## src/verilog/coreMacros.svh

```systemverilog
`ifndef CORE_MACROS_SVH
`define CORE_MACROS_SVH

// Data and pc width
`define XLEN 32

// Register index width
`define REG_ADDR_W 5

// Pc held by a cleared pipeline register
`define RESET_PC 32'h0000_0000

// addi x0, x0, 0
`define NOP_INSTR 32'h0000_0013

`endif
```

## src/verilog/corePkg.sv

```systemverilog
package corePkg;

  // Major opcodes handled by this core
  typedef enum logic [6:0] {
    OP     = 7'b0110011,  // Register-register ALU
    OP_IMM = 7'b0010011,  // Register-immediate ALU
    LUI    = 7'b0110111,
    BRANCH = 7'b1100011,  // beq, bne
    JAL    = 7'b1101111
  } opcodeT;

  typedef enum logic [2:0] {
    ALU_ADD    = 3'd0,
    ALU_SUB    = 3'd1,
    ALU_AND    = 3'd2,
    ALU_OR     = 3'd3,
    ALU_XOR    = 3'd4,
    ALU_SLT    = 3'd5,  // Signed compare
    ALU_PASS_B = 3'd6   // For lui
  } aluOpT;

  typedef enum logic [1:0] {
    IMM_I = 2'd0,
    IMM_B = 2'd1,
    IMM_J = 2'd2,
    IMM_U = 2'd3
  } immSrcT;

  typedef enum logic {
    RES_ALU = 1'b0,
    RES_PC4 = 1'b1  // Link value for jal
  } resultSrcT;

endpackage

```

## src/verilog/coreTop.sv

```systemverilog
`include "coreMacros.svh"

module coreTop (
  input  logic                   clk,
  input  logic                   rst,
  input  logic                   stall,
  input  logic [`XLEN-1:0]       instrF,
  input  logic [`XLEN-1:0]       pcF,
  input  logic [`XLEN-1:0]       pcPlus4F,
  output logic                   pcSrcE,
  output logic [`XLEN-1:0]       pcTargetE,
  output logic                   regWriteW,
  output logic [`REG_ADDR_W-1:0] rdW,
  output logic [`XLEN-1:0]       resultW
);
  import corePkg::*;

  // Decode to execute
  logic [`XLEN-1:0]       rd1D, rd2D, immExtD, pcD, pcPlus4D;
  logic [`REG_ADDR_W-1:0] rdD, rs1D, rs2D;
  logic                   regWriteD, branchD, branchNeD, jumpD, aluSrcD;
  aluOpT                  aluOpD;
  resultSrcT              resultSrcD;

  // Execute to result
  logic                   regWriteE;
  logic [`REG_ADDR_W-1:0] rdE;
  logic [`XLEN-1:0]       aluResultE, pcPlus4E;
  resultSrcT              resultSrcE;

  decodeStage decode (.*, .flush(pcSrcE));  // Redirect clears decode

  executeStage execute (.*);

  resultStage result (.*);

endmodule

```

## src/verilog/resultStage.sv

```systemverilog
`include "coreMacros.svh"

module resultStage (
  input  logic                   clk,
  input  logic                   rst,
  input  logic                   regWriteE,
  input  logic [`REG_ADDR_W-1:0] rdE,
  input  logic [`XLEN-1:0]       aluResultE,
  input  logic [`XLEN-1:0]       pcPlus4E,
  input  corePkg::resultSrcT     resultSrcE,
  output logic                   regWriteW,
  output logic [`REG_ADDR_W-1:0] rdW,
  output logic [`XLEN-1:0]       resultW
);
  import corePkg::*;

  logic [`XLEN-1:0] aluResultW;
  logic [`XLEN-1:0] pcPlus4W;
  resultSrcT        resultSrcW;

  always_ff @(posedge clk) begin
    if (rst) begin
      regWriteW <= 1'b0;
    end else begin
      regWriteW <= regWriteE;
    end
  end

  always_ff @(posedge clk) begin
    rdW        <= rdE;
    aluResultW <= aluResultE;
    pcPlus4W   <= pcPlus4E;
    resultSrcW <= resultSrcE;
  end

  assign resultW = (resultSrcW == RES_PC4) ? pcPlus4W : aluResultW;  // jal links pc+4

endmodule

```

## src/verilog/executeStage.sv

```systemverilog
`include "coreMacros.svh"

module executeStage (
  input  logic                   clk,
  input  logic                   rst,
  input  logic                   stall,
  input  logic [`XLEN-1:0]       rd1D,
  input  logic [`XLEN-1:0]       rd2D,
  input  logic [`XLEN-1:0]       immExtD,
  input  logic [`REG_ADDR_W-1:0] rdD,
  input  logic [`REG_ADDR_W-1:0] rs1D,
  input  logic [`REG_ADDR_W-1:0] rs2D,
  input  logic                   regWriteD,
  input  logic                   branchD,
  input  logic                   branchNeD,
  input  logic                   jumpD,
  input  logic                   aluSrcD,
  input  corePkg::aluOpT         aluOpD,
  input  corePkg::resultSrcT     resultSrcD,
  input  logic [`XLEN-1:0]       pcD,
  input  logic [`XLEN-1:0]       pcPlus4D,
  input  logic                   regWriteW,
  input  logic [`REG_ADDR_W-1:0] rdW,
  input  logic [`XLEN-1:0]       resultW,
  output logic                   pcSrcE,
  output logic [`XLEN-1:0]       pcTargetE,
  output logic                   regWriteE,
  output logic [`REG_ADDR_W-1:0] rdE,
  output logic [`XLEN-1:0]       aluResultE,
  output logic [`XLEN-1:0]       pcPlus4E,
  output corePkg::resultSrcT     resultSrcE
);
  import corePkg::*;

  logic                   branchE, branchNeE, jumpE, aluSrcE;
  aluOpT                  aluOpE;
  logic [`XLEN-1:0]       rd1E, rd2E, immExtE, pcE;
  logic [`REG_ADDR_W-1:0] rs1E, rs2E;
  logic [`XLEN-1:0]       srcAE, writeDataE, srcBE;
  logic                   zeroE;

  // Control part of the decode/execute register
  always_ff @(posedge clk) begin
    if (rst || stall || pcSrcE) begin  // Load a bubble
      regWriteE <= 1'b0;
      branchE   <= 1'b0;
      jumpE     <= 1'b0;
    end else begin
      regWriteE <= regWriteD;
      branchE   <= branchD;
      jumpE     <= jumpD;
    end
  end

  always_ff @(posedge clk) begin
    branchNeE  <= branchNeD;
    aluSrcE    <= aluSrcD;
    aluOpE     <= aluOpD;
    resultSrcE <= resultSrcD;
    rd1E       <= rd1D;
    rd2E       <= rd2D;
    immExtE    <= immExtD;
    rdE        <= rdD;
    rs1E       <= rs1D;
    rs2E       <= rs2D;
    pcE        <= pcD;
    pcPlus4E   <= pcPlus4D;
  end

  // Forward from write-back, x0 never forwarded
  assign srcAE = (regWriteW && (rdW != '0) && (rdW == rs1E)) ? resultW : rd1E;
  assign writeDataE = (regWriteW && (rdW != '0) && (rdW == rs2E)) ? resultW : rd2E;
  assign srcBE = aluSrcE ? immExtE : writeDataE;

  always_comb begin
    case (aluOpE)
      ALU_ADD:    aluResultE = srcAE + srcBE;
      ALU_SUB:    aluResultE = srcAE - srcBE;
      ALU_AND:    aluResultE = srcAE & srcBE;
      ALU_OR:     aluResultE = srcAE | srcBE;
      ALU_XOR:    aluResultE = srcAE ^ srcBE;
      ALU_SLT:    aluResultE = {{(`XLEN-1){1'b0}}, $signed(srcAE) < $signed(srcBE)};
      ALU_PASS_B: aluResultE = srcBE;
      default:    aluResultE = srcAE + srcBE;
    endcase
  end

  assign zeroE     = (aluResultE == '0);
  assign pcSrcE    = jumpE || (branchE && (zeroE != branchNeE));  // bne inverts
  assign pcTargetE = pcE + immExtE;

  // Branch equality needs rs1 - rs2 in the ALU, jal links pc+4
  redirectSetupA: assert property (
    @(posedge clk) disable iff (rst) (branchE || jumpE) |->
      (jumpE ? (resultSrcE == RES_PC4) : ((aluOpE == ALU_SUB) && !aluSrcE))
  ) else $error("executeStage: branch or jal reached execute with wrong controls");

endmodule

```

## src/verilog/decodeStage.sv

```systemverilog
`include "coreMacros.svh"

module decodeStage (
  input  logic                   clk,
  input  logic                   rst,
  input  logic                   stall,
  input  logic                   flush,
  input  logic [`XLEN-1:0]       instrF,
  input  logic [`XLEN-1:0]       pcF,
  input  logic [`XLEN-1:0]       pcPlus4F,
  input  logic                   regWriteW,
  input  logic [`REG_ADDR_W-1:0] rdW,
  input  logic [`XLEN-1:0]       resultW,
  output logic [`XLEN-1:0]       rd1D,
  output logic [`XLEN-1:0]       rd2D,
  output logic [`XLEN-1:0]       immExtD,
  output logic [`REG_ADDR_W-1:0] rdD,
  output logic [`REG_ADDR_W-1:0] rs1D,
  output logic [`REG_ADDR_W-1:0] rs2D,
  output logic                   regWriteD,
  output logic                   branchD,
  output logic                   branchNeD,
  output logic                   jumpD,
  output logic                   aluSrcD,
  output corePkg::aluOpT         aluOpD,
  output corePkg::resultSrcT     resultSrcD,
  output logic [`XLEN-1:0]       pcD,
  output logic [`XLEN-1:0]       pcPlus4D
);
  import corePkg::*;

  logic [`XLEN-1:0] instrD;
  logic             validD;  // Low for a bubble
  logic             regWriteDec, branchDec, jumpDec;
  logic             illegalD;
  immSrcT           immSrcD;

  // Fetch/decode register, flush wins over stall
  always_ff @(posedge clk) begin
    if (rst || flush) begin
      instrD   <= `NOP_INSTR;
      pcD      <= `RESET_PC;
      pcPlus4D <= `RESET_PC + 32'd4;
      validD   <= 1'b0;
    end else if (!stall) begin
      instrD   <= instrF;
      pcD      <= pcF;
      pcPlus4D <= pcPlus4F;
      validD   <= 1'b1;
    end
  end

  assign rdD  = instrD[11:7];
  assign rs1D = instrD[19:15];
  assign rs2D = instrD[24:20];

  instrDecoder dec (
    .instr(instrD), .regWrite(regWriteDec), .branch(branchDec), .branchNe(branchNeD),
    .jump(jumpDec), .aluSrc(aluSrcD), .immSrc(immSrcD), .aluOp(aluOpD),
    .resultSrc(resultSrcD), .illegal(illegalD)
  );

  // A bubble carries no write and no redirect
  assign regWriteD = regWriteDec && validD;
  assign branchD   = branchDec && validD;
  assign jumpD     = jumpDec && validD;

  regFile rf (
    .clk(clk), .we3(regWriteW), .a1(rs1D), .a2(rs2D), .a3(rdW),
    .wd3(resultW), .rd1(rd1D), .rd2(rd2D)
  );

  immExtend ext (.instr(instrD), .immSrc(immSrcD), .immExt(immExtD));

  illegalNeverValidA: assert property (
    @(posedge clk) disable iff (rst) validD |-> !illegalD
  ) else $error("decodeStage: unsupported instruction %h at pc %h", instrD, pcD);

endmodule

```

## src/verilog/instrDecoder.sv

```systemverilog
`include "coreMacros.svh"

module instrDecoder (
  input  logic [`XLEN-1:0]   instr,
  output logic               regWrite,
  output logic               branch,
  output logic               branchNe,
  output logic               jump,
  output logic               aluSrc,
  output corePkg::immSrcT    immSrc,
  output corePkg::aluOpT     aluOp,
  output corePkg::resultSrcT resultSrc,
  output logic               illegal
);
  import corePkg::*;

  opcodeT     opcode;
  logic [2:0] funct3;
  logic [6:0] funct7;
  aluOpT      aluFn;  // Op from the funct fields
  logic       fnBad;  // Unsupported funct combination

  assign opcode = opcodeT'(instr[6:0]);
  assign funct3 = instr[14:12];
  assign funct7 = instr[31:25];

  // ALU decoder, shared by OP and OP_IMM
  always_comb begin
    fnBad = 1'b0;
    case (funct3)
      3'b000:  aluFn = ((opcode == OP) && funct7[5]) ? ALU_SUB : ALU_ADD;
      3'b010:  aluFn = ALU_SLT;
      3'b100:  aluFn = ALU_XOR;
      3'b110:  aluFn = ALU_OR;
      3'b111:  aluFn = ALU_AND;
      default: begin  // Shifts and sltu are not built
        aluFn = ALU_ADD;
        fnBad = 1'b1;
      end
    endcase
    // Only sub may set funct7 bit 5 in an OP instruction
    if ((opcode == OP) && (funct7 != 7'b0000000) &&
        !((funct7 == 7'b0100000) && (funct3 == 3'b000))) begin
      fnBad = 1'b1;
    end
  end

  // Main decoder
  always_comb begin
    regWrite  = 1'b0;
    branch    = 1'b0;
    branchNe  = 1'b0;
    jump      = 1'b0;
    aluSrc    = 1'b0;
    immSrc    = IMM_I;
    aluOp     = ALU_ADD;
    resultSrc = RES_ALU;
    illegal   = 1'b0;
    case (opcode)
      OP: begin
        regWrite = !fnBad;
        aluOp    = aluFn;
        illegal  = fnBad;
      end
      OP_IMM: begin
        regWrite = !fnBad;
        aluSrc   = 1'b1;
        aluOp    = aluFn;
        illegal  = fnBad;
      end
      LUI: begin
        regWrite = 1'b1;
        aluSrc   = 1'b1;
        immSrc   = IMM_U;
        aluOp    = ALU_PASS_B;
      end
      BRANCH: begin
        branch   = (funct3[2:1] == 2'b00);  // beq or bne only
        branchNe = funct3[0];
        immSrc   = IMM_B;
        aluOp    = ALU_SUB;  // Zero flag gives equality
        illegal  = (funct3[2:1] != 2'b00);
      end
      JAL: begin
        regWrite  = 1'b1;
        jump      = 1'b1;
        immSrc    = IMM_J;
        resultSrc = RES_PC4;
      end
      default: illegal = 1'b1;
    endcase
  end

endmodule

```

## src/verilog/immExtend.sv

```systemverilog
`include "coreMacros.svh"

module immExtend (
  input  logic [`XLEN-1:0] instr,
  input  corePkg::immSrcT  immSrc,
  output logic [`XLEN-1:0] immExt
);
  import corePkg::*;

  always_comb begin
    case (immSrc)
      IMM_I: begin
        immExt = {{20{instr[31]}}, instr[31:20]};
      end
      IMM_B: begin  // Branch offset, bit 0 implied
        immExt = {{20{instr[31]}}, instr[7], instr[30:25], instr[11:8], 1'b0};
      end
      IMM_J: begin  // Jump offset, scrambled field order
        immExt = {{12{instr[31]}}, instr[19:12], instr[20], instr[30:21], 1'b0};
      end
      IMM_U: begin
        immExt = {instr[31:12], 12'b0};  // Upper 20 bits, left aligned
      end
      default: begin
        immExt = '0;
      end
    endcase
  end

endmodule

```

## src/verilog/regFile.sv

```systemverilog
`include "coreMacros.svh"

module regFile (
  input  logic                   clk,
  input  logic                   we3,
  input  logic [`REG_ADDR_W-1:0] a1,
  input  logic [`REG_ADDR_W-1:0] a2,
  input  logic [`REG_ADDR_W-1:0] a3,
  input  logic [`XLEN-1:0]       wd3,
  output logic [`XLEN-1:0]       rd1,
  output logic [`XLEN-1:0]       rd2
);

  logic [`XLEN-1:0] regs [(1 << `REG_ADDR_W)-1:0];

  // Falling edge write, so decode sees the value in the same cycle
  always_ff @(negedge clk) begin
    if (we3 && (a3 != '0)) begin
      regs[a3] <= wd3;
    end
  end

  assign rd1 = (a1 == '0) ? '0 : regs[a1];  // x0 hardwired
  assign rd2 = (a2 == '0) ? '0 : regs[a2];

  // The word written at the falling edge is on the read ports by the next rising edge,
  // and a write aimed at x0 still reads zero
  property writeReadBack;
    @(posedge clk) we3 |->
      ((a1 != a3) || (rd1 == ((a3 == '0) ? '0 : wd3))) &&
      ((a2 != a3) || (rd2 == ((a3 == '0) ? '0 : wd3)));
  endproperty

  writeReadBackA: assert property (writeReadBack)
    else $error("regFile: written value or x0 not seen on a read port");

endmodule

```

## config.mk

```make
export PLATFORM = sky130hd
export DESIGN_NAME = coreTop
export DESIGN_NICKNAME = d
export VERILOG_FILES = /design/src/verilog/corePkg.sv /design/src/verilog/coreTop.sv /design/src/verilog/resultStage.sv /design/src/verilog/executeStage.sv /design/src/verilog/decodeStage.sv /design/src/verilog/instrDecoder.sv /design/src/verilog/immExtend.sv /design/src/verilog/regFile.sv
export VERILOG_INCLUDE_DIRS = /design/src /design/src/verilog
export SDC_FILE = /design/constraint.sdc
export NUM_CORES = 2
export LEC_CHECK = 0
export ABC_CLOCK_PERIOD_IN_PS = 8480
export BUFFER_PORTS_ARGS = -buffer_cell sky130_fd_sc_hd__buf_2
export CORE_ASPECT_RATIO = 0.7
export CORE_UTILIZATION = 45
export CTS_BUF_LIST = sky130_fd_sc_hd__clkbuf_8
export DETAILED_ROUTE_END_ITERATION = 8
export PLACE_DENSITY_LB_ADDON = 0.05
export SLEW_MARGIN = 5
export SYNTH_ARGS = -nofsm -noshare
export SYNTH_HDL_FRONTEND = slang
export SYNTH_SLANG_ARGS = --single-unit
export TNS_END_PERCENT = 5
```

## constraint.sdc

```tcl
create_clock -name clk -period 8.48 [get_ports clk]
set_input_delay 0.424 -clock clk [delete_from_list [all_inputs] [get_ports clk]]
set_output_delay 0.424 -clock clk [all_outputs]
set_load 0.05 [all_outputs]
```

; ---- Word level (Yosys, flattened, before mapping)
; Memory sizes are Yosys's and may differ from the RTL's. A register that Yosys moved wholly into a read port is not among the register bits.
; Cells that the tools add are included.
[op_classes]
addsub = 3
n_lt_le_gt_ge = 1
eq_ne = 22
muxes = 18
bitwise = 3
reduce_logical = 29
[op_table]
columns = cell, n
row1 = $pmux 32 s6, 1
row2 = $mux 32, 4
row3 = $pmux 32 s4, 1
row4 = $add 32x32->32, 2
row5 = $and 32x32->32, 1
row6 = $logic_not 32->1, 1
row7 = $lt 32x32->1, 1
row8 = $or 32x32->32, 1
row9 = $sub 32x32->32, 1
row10 = $xor 32x32->32, 1
row11 = $eq 7x6->1 const B, 3
row12 = $eq 3x3->1 const B, 6
row13 = $pmux 3 s5, 1
row14 = $eq 7x7->1 const B, 2
row15 = $logic_and 1x1->1, 11
row16 = $eq 5x5->1, 2
row17 = $logic_not 5->1, 2
row18 = $eq 3x2->1 const B, 3
row19 = $pmux 3 s3, 1
row20 = $mux 1, 8
row21 = $eq 7x5->1 const B, 1
row22 = $reduce_bool 7->1, 1
row23 = $pmux 2 s3, 1
row24 = $reduce_or 2->1, 3
row25 = 11 further kinds, 17
[word_totals]
register_bits = 288
mem_bits_rw = 1024
in_bits = 99
output_inout_bits = 71
elab_cells = 99
mem_count = 1
[mem_list]
columns = memory, depth, width, read_ports, rd_ports_with_merged_regs, wr, line
row1 = decode.rf.regs, 32, 32, 2, 2, 1, regFile.sv:14  ; logic [`XLEN-1:0] regs [(1 << `REG_ADDR_W)-1:0];

; ---- Longest topological paths before layout
[logic_depth]
word_depth = 12
depth_mapped = 26
mapped_depth_nobuf = 21

; ---- Modules after synthesis
; From an unflattened synthesis, not the netlist that was laid out.
[unflattened]
cells_unflattened = 4326
area_unflattened_um2 = 65721.8
[modules_own_cells]
columns = mod, instances, cells_each, area_each_um2, seq_area_each_um2
row1 = regFile, 1, 2281, 46997.6, 30749.5
row2 = executeStage, 1, 1521, 12622.1, 3683.5
row3 = decodeStage, 1, 332, 3606.0, 1941.9
row4 = resultStage, 1, 108, 1971.9, 1421.4
row5 = immExtend, 1, 51, 321.6, 0.0
row6 = instrDecoder, 1, 33, 202.7, 0.0

==> impl_metrics.ini <==
[status]
outcome = finished clean

[finish]
final_area_um2 = 79300
regMostFlops = decode.rf.regs
drive_gt1_frac = 0.226
n_fill_cell = 12400
layout.nets = 5989
final_cells = 7905
largest_reg_flops = 1024
syn_to_final_growth_pct = 20.6

[sta]
rsz0062_at_grt = false
report.final.slew_viol_count = 0
period_needed_ns = 8.35
clock_skew_ns = 0.135
finalHoldViolations = 0
finalSetupViolCount = 0
relSlewSlack = 0.157
clock.fmax_mhz = 120
setup_tns_ns = 0
worst_pin_slew_ns = 1.26
finalCritPeriodShare = 0.985

[global_route]
grt_pass1_wl_um = 340000
grt_max_degree = 121
first_global_vias = 49000
antenna_found_initial = 9
globalRouteOverflowTotal = 0
grt_usage = 0.327

[logic_synthesis]
ys_ff_latch = 1376
synth_edf_count = 1024
synth_area_um2 = 65700
synth_common_cells = edfxtp_1, mux4_2, dfxtp_1, mux2i_1, clkbuf_1
yosys.area.top_type = edfxtp_1
postSynthCellCount = 4382
yosysTopAreaCellShare = 0.468
yosysUniqueCellTypes = 92
synthArstFlopShare = 0
ys.warnings.count = 0
yosysMostFrequentCell = edfxtp_1
syn_avg_cell_area_um2 = 15.0
synth_area_leaders = edfxtp_1, mux4_2, dfxtp_1
yosysSeqAreaShare = 0.575
synth_flop_cell = edfxtp_1

[drt]
vias_per_cell = 6.07
wl_um = 242000
drc = 0
first_iter_violations = 5454
route.vias.total = 48000
antenna_left = 0
first_pass_iters = 6
wl_per_cell_um = 30.6

[placement]
port_buffers = 169
hpwl_um = 146000
place_area_um2 = 69500
gp_congestion = 0.959
post-place-cells = 6339

[setup_path]
critPathCaptureType = output port
critPathLaunchType = register
arrival_ns = 7.93
cp.required_ns = 8.06
worst-path-max-fanout = 13
crit_type = reg -> out
rr_worst_depth = 24

[pwr]
cellPowerDensity_nw_per_um2 = 267
total_power_uw = 21200
p_leak_uw = 0.0312
ir_worst_vdd_uv = 229

[floorplan]
row_count = 116
ios = 170
start_util = 0.456
core_area_um2 = 144000
chipHeight_um = 322
die_w_um = 459
dieArea_um2 = 148000

[clock_tree]
cts.sinks = 1376
tritoncts = built
numCtsBuffers = 219
cts.reportedPaths.clkPinSlew_ns = 0.07
htreeDepth = 4
insertion_delay_ns = 0.97
clockBufferDepth = 3
root_buffer = clkbuf_8

[min_path]
holdPathStages = 3
hold_class = in -> reg

[flow_run]
max_cap_violations = 0
==> layer usage <==
metal	vias up	part of all wire	GRT usage
li1	20400	-	-
met5	-	0	0
met3	337	0.11	0.108
met4	0	0.025	0.130
met2	2652	0.43	0.459
met1	24600	0.44	0.467
==> report_power, final <==
group / switching (µW) / total, µW / internal, µW / leakage [µW]
clock network: 4110 / 7960 / 3850 / 0.00790
registers: 239 / 8520 / 8280 / 0.0122
logic: 3370 / 4690 / 1310 / 0.0111
==> what timing repair did <==
action | 4_1_cts | 5_1_grt
setup endpoints to repair | 1 | 1
gates resized for setup | 6 | 14
buffers inserted | 1 | 0
hold buffers | 123 | 0
pin swaps | 1 | 1
hold endpoints to repair | 98 | 0
==> critical path: stages, from the launching register on <==
cell and delay, ns:
dfxtp_1 0.57, or3_4 0.30, o311a_1 0.33, nand2_1 0.27, and3_1 0.28, a221oi_1 0.21
buf_4 0.21, inv_1 0.05, ha_1 0.57, or4bb_1 0.63, a21oi_1 0.36, buf_4 0.25
nor2_1 0.06, xnor2_1 0.13, a221o_1 0.43, nor4_2 0.61, and4_1 0.29, nand4_1 0.19
buf_4 0.23, or4_1 0.55, o211ai_4 0.22, buf_12 0.20
==> final cells by class <==
cell class / instances / area (µm²) / share of cell area
Antenna cell: 12 / 30.0 / 0.000379
Clock buffer: 224 / 3080 / 0.0389
Clock inverter: 1207 / 5340 / 0.0674
Inverter: 138 / 518 / 0.00654
Multi-Input combinational cell: 2573 / 26500 / 0.335
Sequential cell: 1376 / 37800 / 0.478
Tap cell: 1947 / 2440 / 0.0307
Timing Repair Buffer: 428 / 3460 / 0.0437
==> cells in the final DEF, fill, tap and decap left out, types with 43 or more instances in the layout <==
cell,instances
a21o_1,43
a21oi_1,185
a221oi_1,53
buf_2,166
buf_4,109
clkbuf_8,224
clkinvlp_2,51
dfxtp_1,336
dlygate4sd3_1,123
edfxtp_1,1024
ha_1,124
inv_1,1230
mux2_2,126
mux2i_1,304
mux4_2,474
nand2_1,97
nor2_1,172
nor3_1,156
o21ai_0,74
o221ai_1,52
o22ai_1,71
==> worst paths after layout <==
path | start | end | slack, ns
worst max register to register | result.rdW[2] | decode.pcD[18] | 0.51
worst min-delay path | stall | decode.pcD[2] | 0.08
worst min register to register | execute.pcPlus4E[29] | result.pcPlus4W[29] | 0.32
worst max-delay path | result.rdW[2] | pcSrcE | 0.13
==> stage by stage <==
step	setup slack, ns	hold slack (ns)	utilization
floorplan	0.649	0.310	-
global placement	0.703	0.311	0.483
detailed placement	0.693	0.312	0.483
CTS	0.0564	0.00606	0.550
global route	0.00730	0.0675	0.550
finish	0.128	0.0767	0.550
==> cell families after synthesis <==
| group | synth area share |
|---|---|
| AOI/OAI and AO/OA | 0.0841 |
| xor gates and xnor gates | 0.00640 |
| adders and majority gates | 0.0251 |
| buffers and inverters | 0.0283 |
| DFF | 0.575 |
| muxes | 0.231 |
| other | 0.0000571 |
| and+or+nand+nor | 0.0498 |
Note: power is estimated with default switching activity, not from simulation.
